**src/axi_wdemux_pkg.sv**
```systemverilog
/*
 * AXI write demultiplexer package
 * shared widths, port count, buffer depths and the channel
 * structs used on the slave port, the master ports and inside
 */

`default_nettype none

package axi_wdemux_pkg;

  // --------------------
  // sizes
  // --------------------
  localparam int unsigned NUM_PORTS    = 4;
  localparam int unsigned SEL_W        = 2;
  localparam int unsigned ID_W         = 3;
  localparam int unsigned NUM_IDS      = 8;
  // a counter at all ones counts as full
  localparam int unsigned CNT_W        = 3;
  localparam int unsigned W_FIFO_DEPTH = 8;
  localparam int unsigned ADDR_W       = 16;
  localparam int unsigned DATA_W       = 16;
  localparam int unsigned LEN_W        = 4;

  typedef logic [SEL_W-1:0] port_sel_t;
  typedef logic [ID_W-1:0]  axi_id_t;

  // --------------------
  // channel payloads
  // --------------------
  // len is beats minus one
  typedef struct packed {
    axi_id_t           id;
    logic [ADDR_W-1:0] addr;
    logic [LEN_W-1:0]  len;
  } aw_chan_t;

  // aw as issued by the requester, with its target port
  typedef struct packed {
    aw_chan_t  aw;
    port_sel_t sel;
  } aw_req_t;

  typedef struct packed {
    logic [DATA_W-1:0] data;
    logic              last;
  } w_chan_t;

  typedef struct packed {
    axi_id_t    id;
    logic [1:0] resp;
  } b_chan_t;

endpackage

`default_nettype wire
```
**src/axi_wdemux_top.sv**
```systemverilog
/*
 * AXI write demultiplexer, top level
 * one slave port to four master ports, AW routed by a requester
 * select, W following in order, B merged round-robin
 */

`timescale 1ns/1ps
`default_nettype none

module axi_wdemux_top import axi_wdemux_pkg::*; (
  input  wire logic                    clk_i,
  input  wire logic                    reset_i,
  // slave port
  input  wire aw_req_t                 slv_aw_i,
  input  wire logic                    slv_aw_valid_i,
  output logic                         slv_aw_ready_o,
  input  wire w_chan_t                 slv_w_i,
  input  wire logic                    slv_w_valid_i,
  output logic                         slv_w_ready_o,
  output b_chan_t                      slv_b_o,
  output logic                         slv_b_valid_o,
  input  wire logic                    slv_b_ready_i,
  // master ports
  output aw_chan_t                     mst_aw_o,
  output logic    [NUM_PORTS-1:0]      mst_aw_valid_o,
  input  wire logic [NUM_PORTS-1:0]    mst_aw_ready_i,
  output w_chan_t                      mst_w_o,
  output logic    [NUM_PORTS-1:0]      mst_w_valid_o,
  input  wire logic [NUM_PORTS-1:0]    mst_w_ready_i,
  input  wire b_chan_t [NUM_PORTS-1:0] mst_b_i,
  input  wire logic [NUM_PORTS-1:0]    mst_b_valid_i,
  output logic    [NUM_PORTS-1:0]      mst_b_ready_o
);

  port_sel_t lookup_sel;
  logic      occupied;
  logic      id_full;
  logic      w_fifo_full;
  logic      push;
  logic      pop;
  axi_id_t   pop_id;

  // --------------------
  // write bookkeeping
  // --------------------
  axi_wdemux_id_table u_id_table (
    .clk_i        (clk_i),
    .reset_i      (reset_i),
    .lookup_id_i  (slv_aw_i.aw.id),
    .lookup_sel_o (lookup_sel),
    .occupied_o   (occupied),
    .full_o       (id_full),
    .push_i       (push),
    .push_id_i    (slv_aw_i.aw.id),
    .push_sel_i   (slv_aw_i.sel),
    .pop_i        (pop),
    .pop_id_i     (pop_id)
  );

  axi_wdemux_aw_route u_aw_route (
    .clk_i          (clk_i),
    .reset_i        (reset_i),
    .slv_aw_i       (slv_aw_i),
    .slv_aw_valid_i (slv_aw_valid_i),
    .slv_aw_ready_o (slv_aw_ready_o),
    .mst_aw_o       (mst_aw_o),
    .mst_aw_valid_o (mst_aw_valid_o),
    .mst_aw_ready_i (mst_aw_ready_i),
    .lookup_sel_i   (lookup_sel),
    .occupied_i     (occupied),
    .id_full_i      (id_full),
    .w_fifo_full_i  (w_fifo_full),
    .push_o         (push)
  );

  // W order follows AW admission order
  axi_wdemux_w_route u_w_route (
    .clk_i         (clk_i),
    .reset_i       (reset_i),
    .push_i        (push),
    .push_sel_i    (slv_aw_i.sel),
    .full_o        (w_fifo_full),
    .slv_w_i       (slv_w_i),
    .slv_w_valid_i (slv_w_valid_i),
    .slv_w_ready_o (slv_w_ready_o),
    .mst_w_o       (mst_w_o),
    .mst_w_valid_o (mst_w_valid_o),
    .mst_w_ready_i (mst_w_ready_i)
  );

  axi_wdemux_b_arbiter u_b_arbiter (
    .clk_i         (clk_i),
    .reset_i       (reset_i),
    .mst_b_i       (mst_b_i),
    .mst_b_valid_i (mst_b_valid_i),
    .mst_b_ready_o (mst_b_ready_o),
    .slv_b_o       (slv_b_o),
    .slv_b_valid_o (slv_b_valid_o),
    .slv_b_ready_i (slv_b_ready_i),
    .pop_o         (pop),
    .pop_id_o      (pop_id)
  );

endmodule

`default_nettype wire

```
**src/axi_wdemux_b_arbiter.sv**
```systemverilog
/*
 * B response arbiter
 * round-robin merge of the master B channels onto the slave port
 * grant is held while the slave stalls, pointer moves on after a transfer
 */

`timescale 1ns/1ps
`default_nettype none

module axi_wdemux_b_arbiter import axi_wdemux_pkg::*; (
  input  wire logic                        clk_i,
  input  wire logic                        reset_i,
  // master B
  input  wire b_chan_t [NUM_PORTS-1:0]     mst_b_i,
  input  wire logic    [NUM_PORTS-1:0]     mst_b_valid_i,
  output logic         [NUM_PORTS-1:0]     mst_b_ready_o,
  // slave B
  output b_chan_t                          slv_b_o,
  output logic                             slv_b_valid_o,
  input  wire logic                        slv_b_ready_i,
  // completed response to the ID table
  output logic                             pop_o,
  output axi_id_t                          pop_id_o
);

  // highest priority port
  port_sel_t rr_q;
  logic      lock_q;
  port_sel_t lock_idx_q;

  port_sel_t pick;
  port_sel_t cand;
  port_sel_t gnt_idx;

  // --------------------
  // round-robin search
  // --------------------
  always_comb begin
    pick = rr_q;
    for (int i = NUM_PORTS - 1; i >= 0; i--) begin
      // walking down leaves the last hit closest to the pointer
      cand = port_sel_t'(rr_q + i);
      if (mst_b_valid_i[cand]) pick = cand;
    end
  end

  // held grant overrides the search
  assign gnt_idx       = lock_q ? lock_idx_q : pick;
  assign slv_b_o       = mst_b_i[gnt_idx];
  assign slv_b_valid_o = mst_b_valid_i[gnt_idx];

  always_comb begin
    mst_b_ready_o = '0;
    mst_b_ready_o[gnt_idx] = slv_b_valid_o && slv_b_ready_i;
  end

  assign pop_o    = slv_b_valid_o && slv_b_ready_i;
  assign pop_id_o = slv_b_o.id;

  always_ff @(posedge clk_i) begin
    if (reset_i) begin
      rr_q       <= '0;
      lock_q     <= 1'b0;
      lock_idx_q <= '0;
    end else begin
      // back-pressure keeps the current winner
      lock_q     <= slv_b_valid_o && !slv_b_ready_i;
      lock_idx_q <= gnt_idx;
      if (pop_o) rr_q <= gnt_idx + 1'b1;
    end
  end

endmodule

`default_nettype wire

```
**src/axi_wdemux_w_route.sv**
```systemverilog
/*
 * W router
 * circular FIFO of port selects, one entry per admitted write
 * the head entry steers the W beats of one burst to its port
 * and is dropped on the transfer of the last beat
 */

`timescale 1ns/1ps
`default_nettype none

module axi_wdemux_w_route import axi_wdemux_pkg::*; (
  input  wire logic                 clk_i,
  input  wire logic                 reset_i,
  // select push from the AW side
  input  wire logic                 push_i,
  input  wire port_sel_t            push_sel_i,
  output logic                      full_o,
  // slave W
  input  wire w_chan_t              slv_w_i,
  input  wire logic                 slv_w_valid_i,
  output logic                      slv_w_ready_o,
  // master W, payload broadcast
  output w_chan_t                   mst_w_o,
  output logic     [NUM_PORTS-1:0]  mst_w_valid_o,
  input  wire logic [NUM_PORTS-1:0] mst_w_ready_i
);

  // select storage
  port_sel_t [W_FIFO_DEPTH-1:0] sel_mem;

  logic [$clog2(W_FIFO_DEPTH)-1:0]   wr_ptr_q;
  logic [$clog2(W_FIFO_DEPTH)-1:0]   rd_ptr_q;
  logic [$clog2(W_FIFO_DEPTH+1)-1:0] count_q;

  logic      empty;
  logic      pop;
  port_sel_t head_sel;

  assign empty    = (count_q == '0);
  assign full_o   = (count_q == W_FIFO_DEPTH);
  assign head_sel = sel_mem[rd_ptr_q];

  // --------------------
  // beat steering
  // --------------------
  assign mst_w_o = slv_w_i;

  always_comb begin
    mst_w_valid_o = '0;
    // no burst announced yet means W stalls
    mst_w_valid_o[head_sel] = slv_w_valid_i && !empty;
  end

  assign slv_w_ready_o = !empty && mst_w_ready_i[head_sel];

  // burst done on last beat handshake
  assign pop = slv_w_valid_i && slv_w_ready_o && slv_w_i.last;

  // --------------------
  // FIFO pointers
  // --------------------
  always_ff @(posedge clk_i) begin
    if (reset_i) begin
      wr_ptr_q <= '0;
      rd_ptr_q <= '0;
      count_q  <= '0;
    end else begin
      // pointers wrap by themselves since the depth is a power of two
      if (push_i) wr_ptr_q <= wr_ptr_q + 1'b1;
      if (pop) rd_ptr_q <= rd_ptr_q + 1'b1;
      if (push_i && !pop) begin
        count_q <= count_q + 1'b1;
      end else if (pop && !push_i) begin
        count_q <= count_q - 1'b1;
      end
    end
  end

  always_ff @(posedge clk_i) begin
    if (push_i) sel_mem[wr_ptr_q] <= push_sel_i;
  end

endmodule

`default_nettype wire

```
**src/axi_wdemux_aw_route.sv**
```systemverilog
/*
 * AW router
 * admits a slave AW when the ID table and W FIFO allow it and
 * forwards it to the selected master port in the same cycle
 * a lock register keeps the master valid up until the handshake
 */

`timescale 1ns/1ps
`default_nettype none

module axi_wdemux_aw_route import axi_wdemux_pkg::*; (
  input  wire logic                 clk_i,
  input  wire logic                 reset_i,
  // slave AW
  input  wire aw_req_t              slv_aw_i,
  input  wire logic                 slv_aw_valid_i,
  output logic                      slv_aw_ready_o,
  // master AW, payload broadcast
  output aw_chan_t                  mst_aw_o,
  output logic     [NUM_PORTS-1:0]  mst_aw_valid_o,
  input  wire logic [NUM_PORTS-1:0] mst_aw_ready_i,
  // ID table and W FIFO status
  input  wire port_sel_t            lookup_sel_i,
  input  wire logic                 occupied_i,
  input  wire logic                 id_full_i,
  input  wire logic                 w_fifo_full_i,
  output logic                      push_o
);

  logic lock_q;
  logic lock_d;
  logic aw_valid;
  logic aw_ready;
  logic admit;

  // ready of the selected port only
  assign aw_ready = mst_aw_ready_i[slv_aw_i.sel];

  // id free or already in flight to this same port
  assign admit = slv_aw_valid_i && !id_full_i && !w_fifo_full_i &&
                 (!occupied_i || (lookup_sel_i == slv_aw_i.sel));

  // --------------------
  // handshake control
  // --------------------
  always_comb begin
    aw_valid       = 1'b0;
    slv_aw_ready_o = 1'b0;
    push_o         = 1'b0;
    lock_d         = lock_q;
    if (lock_q) begin
      // decision already taken and pushed so only wait for ready
      aw_valid = 1'b1;
      if (aw_ready) begin
        slv_aw_ready_o = 1'b1;
        lock_d         = 1'b0;
      end
    end else if (admit) begin
      aw_valid = 1'b1;
      // push once on first assertion
      push_o   = 1'b1;
      if (aw_ready) begin
        slv_aw_ready_o = 1'b1;
      end else begin
        lock_d = 1'b1;
      end
    end
  end

  always_ff @(posedge clk_i) begin
    if (reset_i) begin
      lock_q <= 1'b0;
    end else begin
      lock_q <= lock_d;
    end
  end

  // --------------------
  // master side
  // --------------------
  assign mst_aw_o = slv_aw_i.aw;

  // one-hot valid on the selected port
  always_comb begin
    mst_aw_valid_o = '0;
    mst_aw_valid_o[slv_aw_i.sel] = aw_valid;
  end

endmodule

`default_nettype wire

```
**src/axi_wdemux_id_table.sv**
```systemverilog
/*
 * write ID table
 * one in-flight counter per AXI ID plus the port the ID last went to
 * lookup is combinational, push and pop update the counters
 * full goes high as soon as any counter saturates
 */

`timescale 1ns/1ps
`default_nettype none

module axi_wdemux_id_table import axi_wdemux_pkg::*; (
  input  wire logic      clk_i,
  input  wire logic      reset_i,
  // lookup for the AW waiting at the slave port
  input  wire axi_id_t   lookup_id_i,
  output port_sel_t      lookup_sel_o,
  output logic           occupied_o,
  output logic           full_o,
  // new write admitted
  input  wire logic      push_i,
  input  wire axi_id_t   push_id_i,
  input  wire port_sel_t push_sel_i,
  // response handed back to the slave port
  input  wire logic      pop_i,
  input  wire axi_id_t   pop_id_i
);

  // in-flight count per id
  logic      [NUM_IDS-1:0][CNT_W-1:0] cnt_q;
  // port of the writes in flight per id
  port_sel_t [NUM_IDS-1:0]            sel_q;

  logic [NUM_IDS-1:0] push_en;
  logic [NUM_IDS-1:0] pop_en;
  logic [NUM_IDS-1:0] cnt_full;

  // --------------------
  // lookup
  // --------------------
  assign lookup_sel_o = sel_q[lookup_id_i];
  assign occupied_o   = |cnt_q[lookup_id_i];

  // one-hot decode of the push and pop ids
  assign push_en = push_i ? (NUM_IDS'(1) << push_id_i) : '0;
  assign pop_en  = pop_i  ? (NUM_IDS'(1) << pop_id_i)  : '0;

  always_comb begin
    for (int i = 0; i < NUM_IDS; i++) begin
      cnt_full[i] = &cnt_q[i];
    end
  end

  // any saturated counter stops all admissions
  assign full_o = |cnt_full;

  // --------------------
  // counters
  // --------------------
  always_ff @(posedge clk_i) begin
    if (reset_i) begin
      cnt_q <= '0;
    end else begin
      for (int i = 0; i < NUM_IDS; i++) begin
        // push together with pop on the same id leaves the count
        if (push_en[i] && !pop_en[i]) begin
          cnt_q[i] <= cnt_q[i] + 1'b1;
        end else if (pop_en[i] && !push_en[i]) begin
          cnt_q[i] <= cnt_q[i] - 1'b1;
        end
      end
    end
  end

  // remembered port is only meaningful while the counter is nonzero
  always_ff @(posedge clk_i) begin
    for (int i = 0; i < NUM_IDS; i++) begin
      if (push_en[i]) begin
        sel_q[i] <= push_sel_i;
      end
    end
  end

endmodule

`default_nettype wire

```
**config.mk**
```make
export PLATFORM = sky130hd
export DESIGN_NAME = axi_wdemux_top
export DESIGN_NICKNAME = d
export VERILOG_FILES = /design/src/axi_wdemux_pkg.sv /design/src/axi_wdemux_top.sv /design/src/axi_wdemux_b_arbiter.sv /design/src/axi_wdemux_w_route.sv /design/src/axi_wdemux_aw_route.sv /design/src/axi_wdemux_id_table.sv
export SDC_FILE = /design/constraint.sdc
export NUM_CORES = 1
export LEC_CHECK = 0
export BUFFER_PORTS_ARGS = -buffer_cell sky130_fd_sc_hd__buf_2
export CAP_MARGIN = 25
export CORE_UTILIZATION = 56
export CTS_CLUSTER_SIZE = 28
export DETAILED_ROUTE_END_ITERATION = 16
export PLACE_DENSITY_LB_ADDON = 0.15
export SLEW_MARGIN = 20
export SYNTH_ARGS = -nofsm -noshare
export SYNTH_HDL_FRONTEND = slang
export SYNTH_SLANG_ARGS = --single-unit
```
**constraint.sdc**
```tcl
create_clock -name clk_i -period 9 [get_ports clk_i]
set_input_delay 1.35 -clock clk_i [delete_from_list [all_inputs] [get_ports clk_i]]
set_output_delay 1.35 -clock clk_i [all_outputs]
set_load 0.005 [all_outputs]
```
# Word level (Yosys, flattened, before mapping)
# Cells that the tools add are included.
[totals]
latchBits = 0
output_inout_bits = 60
mem_bits_rw = 0
register_bits = 72
word_cells = 216
memories = 0
mem_bits_ro = 0
input_bits = 79
[classes]
mul = 0
n_eq_ne = 2
bitwise = 3
muxes = 65
n_shift = 2
reduce_logical = 75
div_mod_pow = 0
magnitude_cmp = 14
add_sub_neg = 24
[op_table]
columns = ["cell", "count"]
rows = [
  ["$mux W3", 17],
  ["$logic_and A1 B1 Y1", 31],
  ["$add A3 B1 Y3 const B", 10],
  ["$reduce_and A3 Y1", 8],
  ["$sub A3 B1 Y3 const B", 8],
  ["$logic_not A1 Y1", 23],
  ["$lt A2 B3 Y1 const B", 7],
  ["$mux W1", 19],
  ["$reduce_bool A2 Y1", 9],
  ["$bwmux W16", 1],
  ["$mux W2", 8],
  ["$mux W8", 2],
  ["$shl A1 B3 Y8 const A", 2],
  ["$bmux W1 S2", 7],
  ["$and A4 B4 Y4", 3],
  ["$bmux W2 S3", 2],
  ["$lt A3 B4 Y1 const B", 3],
  ["$bmux W5 S2", 1],
  ["$bmux W3 S3", 1],
  ["$mux W4", 2],
  ["$reduce_or A8 Y1", 1],
  ["$demux W1 S2", 3],
  ["$demux W2 S3", 1],
  ["$ge A2 B1 Y1 const B", 3],
  ["other kinds (11)", 13],
]

# Depth between registers and ports, before layout
[logic_depth]
word_depth = 15
depth_mapped = 15
ltp_nobuf = 13

# Cells and area by module
# From an unflattened synthesis, not the netlist that was laid out.
[unflattened]
hier_cells = 424
area_unflattened_um2 = 4489.3
[by_module_without_submodules]
columns = ["mod", "cells_per_inst", "area_per_inst_um2", "instances", "seq_area_each_um2"]
rows = [
  ["axi_wdemux_id_table", 188, 2082.0, 1, 960.9],
  ["axi_wdemux_w_route", 115, 1410.1, 1, 680.7],
  ["axi_wdemux_b_arbiter", 81, 678.2, 1, 100.1],
  ["axi_wdemux_aw_route", 40, 319.1, 1, 20.0],
]

# Least setup slack after synthesis
# No wires, ideal clock.
[synth_timing]
kind = "input to register"
start = "input port slv_aw_i[23] in the netlist's numbering"
end = "register u_id_table.cnt_q[20] in the netlist's numbering"
path_stages = 15
arrival_ps = 4659
setup_slack_ps = 4270
cell_sequence = "buf_4 > buf_6 > mux2i_1 > mux4_2 > xor2_1 > a221oi_4 > nand3b_4 > buf_6 > nor4b_1 > ha_1 > inv_1 > fa_1 > xor2_1 > or3_1 > a21oi_1"
[synth_via]
elab_chain_cells = 12
elab_cells_between_ends = 18
classes_between = "1 x eq/ne; 1 x shift; 8 x mux; 8 x reduce/logical"
[synth_lines]
columns = ["element", "line_no", "rtl"]
rows = [
  ["start, declared", "axi_wdemux_top.sv:14", "input wire aw_req_t slv_aw_i,"],
  ["$bmux W3 S3", "axi_wdemux_id_table.sv:41", "assign occupied_o = |cnt_q[lookup_id_i];"],
  ["$mux W3 (implied by the code)", "axi_wdemux_id_table.sv:41", ""],
  ["$reduce_or A3 Y1", "axi_wdemux_id_table.sv:41", ""],
  ["$logic_not A1 Y1", "axi_wdemux_aw_route.sv:41", "(!occupied_i || (lookup_sel_i == slv_aw_i.sel));"],
  ["$logic_or A1 B1 Y1", "axi_wdemux_aw_route.sv:41", ""],
  ["$logic_and A1 B1 Y1", "axi_wdemux_aw_route.sv:40", "assign admit = slv_aw_valid_i && !id_full_i && !w_fifo_full_i &&"],
  ["$mux W1", "axi_wdemux_aw_route.sv:58", "end else if (admit) begin"],
  ["$mux W1", "axi_wdemux_aw_route.sv:51", "if (lock_q) begin"],
  ["$mux W8 (*)", "axi_wdemux_id_table.sv:44", "assign push_en = push_i ? (NUM_IDS'(1) << push_id_i) : '0;"],
  ["via u_id_table.push_en[6]", "axi_wdemux_id_table.sv:33", "logic [NUM_IDS-1:0] push_en;"],
  ["$logic_not A1 Y1", "axi_wdemux_id_table.sv:67", "end else if (pop_en[i] && !push_en[i]) begin"],
  ["$logic_and A1 B1 Y1", "axi_wdemux_id_table.sv:67", ""],
  ["$reduce_bool A2 Y1 (no line)", "--", ""],
  ["end signal, assigned by index", "axi_wdemux_id_table.sv:66", "cnt_q[i] <= cnt_q[i] + 1'b1;"],
  ["end signal, assigned by index", "axi_wdemux_id_table.sv:68", "cnt_q[i] <= cnt_q[i] - 1'b1;"],
  ["end, declared", "axi_wdemux_id_table.sv:29", "logic [NUM_IDS-1:0][CNT_W-1:0] cnt_q;"],
]
# Mark *: on every way through the listed nets, which the timed path passes. The rest lies on a longest branch. The select of a mux whose other input is x is not followed.
# A chain may end at the register's enable or synchronous reset.

# Worst setup path after layout
# Same ends and word-level chain as after synthesis.

==> flow_summary.toml <==
[run_status]
status = "complete, no violations"

[detailed_routing]
dr.first_iter.drc_count = 84
vias = 3149
wl_per_cell_um = 15.6
remaining_drc_errors = 0
viasPerCell = 5.70
dr.pass1.iters = 4
ant_nets = 0
routed_wl_um = 8590

[clock_tree]
root_buffer = "clkbuf_8"
clockBufferDepth = 2
cts_hold_buffers = 0
htreeDepth = 3
numCtsBuffers = 9
cts_tree = "built"
cts.sinks = 72
cts_setup_buffers = 0
ctsResizeCount = 0
clk_latency_ns = 0.35
clk_pin_slew_worst_paths_ns = 0.08

[synth]
ys.flop_type = "dfxtp_1"
yosys_register_bits = 72
ys_types = 55
avgSynthCellArea_um2 = 10.6
yosys_warnings = 0
syn_area_mm2 = 0.00448
yosysTopAreaCell = "edfxtp_1"
yosys-top-cells-area = "edfxtp_1 21%, dfxtp_1 18%, buf_4 7.0%"
synth_top_cells_by_count = "42 x buf_4, 40 x dfxtp_1, 32 x edfxtp_1"
synth_edf_count = 32
async_flop_share_pct = 0
synth_top_area_share_pct = 21.5
syn_inst = 422
ys_seq_area_share_pct = 39.4
synth_nets = 527
synth.most_common_cell = "buf_4"

[sta]
rsz0062_at_grt = "false"
period_share_pct = 56.0
maxSlewViolCount = 0
max_slew_margin_pct = 34.8
period_needed_ns = 5.04
hold_viol = 0
fmax_mhz = 198
tightest_slew_ns = 0.967
tns_ns = 0
setup_violations = 0
finClkSkew_ns = 0.00819

[power_and_ir_drop]
pwr-share-comb_pct = 31.1
power_frac_clock_pct = 26.8
intPower_uw = 648
powerDensity_mw_per_mm2 = 207
sw_frac_of_total_pct = 34.0
p_sw_uw = 334
p_leak_nw = 1.91
p_seq_share_pct = 42.1
ir_worst_vdd_v = 0.0000871

[grt]
grt_max_degree = 43
grt_pass1_wl_um = 14200
grt_pass1_vias = 3079
grt_overflow_total = 0
antenna_found_initial = 0
grt_usage_pct = 21.5

[setup_path]
r2r_start = "u_id_table.cnt_q[3]$_SDFFE_PP0P_"
reg2reg_to = "u_id_table.cnt_q[20]$_SDFFE_PP0P_"
crit_arrival_ns = 5.32
worstSetupStartpointType = "input port"
ff2ff_path_depth = 12
max_stage_delay_ns = 0.66
crit_top_cell = "xor2_1"
end_kind = "flip-flop"
crit_slowest_cell = "nor4b_1"
crit_type = "input port to flip-flop"
crit_chain = "buf_2, mux2i_1, mux4_2, xor2_1, a221oi_4, nand3b_4, nor4b_1, ha_1, inv_1, fa_1, xor2_1, or3_1, a21oi_1"
crit_required_ns = 9.27
r2r_slack_ns = 5.09
critPathMaxFanout = 25

[hold_path]
whs_path_depth = 2
hold_end = "u_id_table.cnt_q[2]$_SDFFE_PP0P_"
min_from = "u_id_table.cnt_q[2]$_SDFFE_PP0P_"
hold_class = "flip-flop to flip-flop"

[cells_and_area]
nets = 550
drive_gt1_share_pct = 23.1
diodes = 0
syn_to_final_growth_pct = 6.12
final_area_mm2 = 0.00475

[floorplanning]
die_y_um = 91.4
core_mm2 = 0.00773
die_x_um = 91.4
start_util_pct = 57.9
dieArea_mm2 = 0.00836
io-pin-count = 139
rows = 32

[place]
port_buffers = 66
dp_hpwl_um = 6210
placed_area_mm2 = 0.00455
gp_congestion = 0.788

[job]
drv_cap = 0
-- power by group through the flow --
stage	clock network [mW]	registers [mW]	logic, mW
after floorplan	0	0.410	0.251
after global routing	0.278	0.420	0.348
after global placement	0	0.419	0.296
after CTS	0.266	0.414	0.308
final	0.264	0.413	0.306
after detailed placement	0	0.421	0.306
-- critical path, delay by kind of cell --
family | cells | cell delay [ns]
buffers and inverters | 2 | 0.50
AND/OR/NAND/NOR | 3 | 1.34
adder cells (fa/ha/maj) | 2 | 0.75
multiplexers | 2 | 0.65
AO/OA/AOI/OAI | 2 | 0.30
XOR/XNOR | 2 | 0.40
-- metrics by stage --
stage          power, mW  hold WS (ns)  std cells  utilization [%]  setup WS [ns]
6_report           0.983         0.499        552             61.5           3.96
4_1_cts            0.988         0.505        552             61.5           4.01
5_1_grt             1.05         0.537        552             61.5           3.78
3_3_place_gp       0.716         0.483        536             58.8           3.88
2_1_floorplan      0.661         0.467        422                -           4.27
3_5_place_dp       0.727         0.494        536             58.8           3.66
-- registers in the layout, summed over array words and instances (netlist names) --
name                    count
u_w_route.count_q           4
u_w_route.wr_ptr_q          3
u_aw_route.lock_q           1
u_id_table.sel_q           16
u_b_arbiter.lock_q          1
u_w_route.rd_ptr_q          3
u_b_arbiter.lock_idx_q      2
u_id_table.cnt_q           24
u_b_arbiter.rr_q            2
u_w_route.sel_mem          16
-- layout make-up --
cell class              instances  area [um2]
clock buffers                   9         124
flip-flops and latches         72        1760
inverters                      16        60.1
repair buffers                 67         338
clock inverters                 7        81.3
fillers                       652        2980
well taps                     102         128
multi-input cells             279        2260
-- cell families (layout without fill, tap and decap cells) --
kind of cell	count (synthesis)	after routing	share of synthesized area, %
and+or+nand+nor	132	132	16.8
AOI/OAI and AO/OA	55	55	8.36
xor gates and xnor gates	23	23	4.50
adders and majority gates	26	26	8.78
muxes	43	43	12.0
DFF	72	72	39.4
buffers and inverters	71	99	10.2
-- per-layer routing --
metal | GRT usage [%] | share of wire [%]
met1 | 28.5 | 46
met2 | 34.7 | 47
met3 | 3.35 | 5.2
met4 | 9.26 | 2.2
met5 | 0 | 0
-- worst max-delay path by stage --
stage                      start                                end  slack (ns)  depth (start not counted)
CTS                 slv_aw_i[23]  u_id_table.cnt_q[20]$_SDFFE_PP0P_        4.01                         13
finish              slv_aw_i[23]  u_id_table.cnt_q[20]$_SDFFE_PP0P_        3.96                         13
global route        slv_aw_i[23]  u_id_table.cnt_q[20]$_SDFFE_PP0P_        3.78                         13
global placement    slv_aw_i[23]  u_id_table.cnt_q[20]$_SDFFE_PP0P_        3.88                         13
floorplan           slv_aw_i[23]  u_id_table.cnt_q[20]$_SDFFE_PP0P_        4.27                         15
detailed placement  slv_aw_i[23]  u_id_table.cnt_q[20]$_SDFFE_PP0P_        3.66                         13
-- cell usage in the layout, fill, tap and decap left out, types with 4 or more instances in the layout --
| cell | synthesis | layout |
|---|---|---|
| nand2_1 | 15 | 15 |
| inv_1 | 15 | 15 |
| nor4_1 | 9 | 9 |
| nor4b_1 | 6 | 6 |
| dfxtp_1 | 40 | 40 |
| clkbuf_8 | 0 | 9 |
| edfxtp_1 | 32 | 32 |
| nor2_1 | 31 | 31 |
| o21ai_0 | 10 | 10 |
| nand3_1 | 9 | 9 |
| ha_1 | 17 | 17 |
| nor2b_1 | 4 | 4 |
| nand2b_1 | 12 | 12 |
| and2_1 | 4 | 4 |
| mux2i_1 | 28 | 28 |
| mux4_2 | 7 | 7 |
| or3_1 | 10 | 10 |
| fa_1 | 9 | 9 |
| xor2_1 | 20 | 20 |
| a211oi_1 | 9 | 9 |
| clkinv_4 | 0 | 4 |
| buf_2 | 2 | 66 |
| a21oi_1 | 22 | 22 |
| nor3_1 | 11 | 11 |
(Power assumes the default switching activity.)
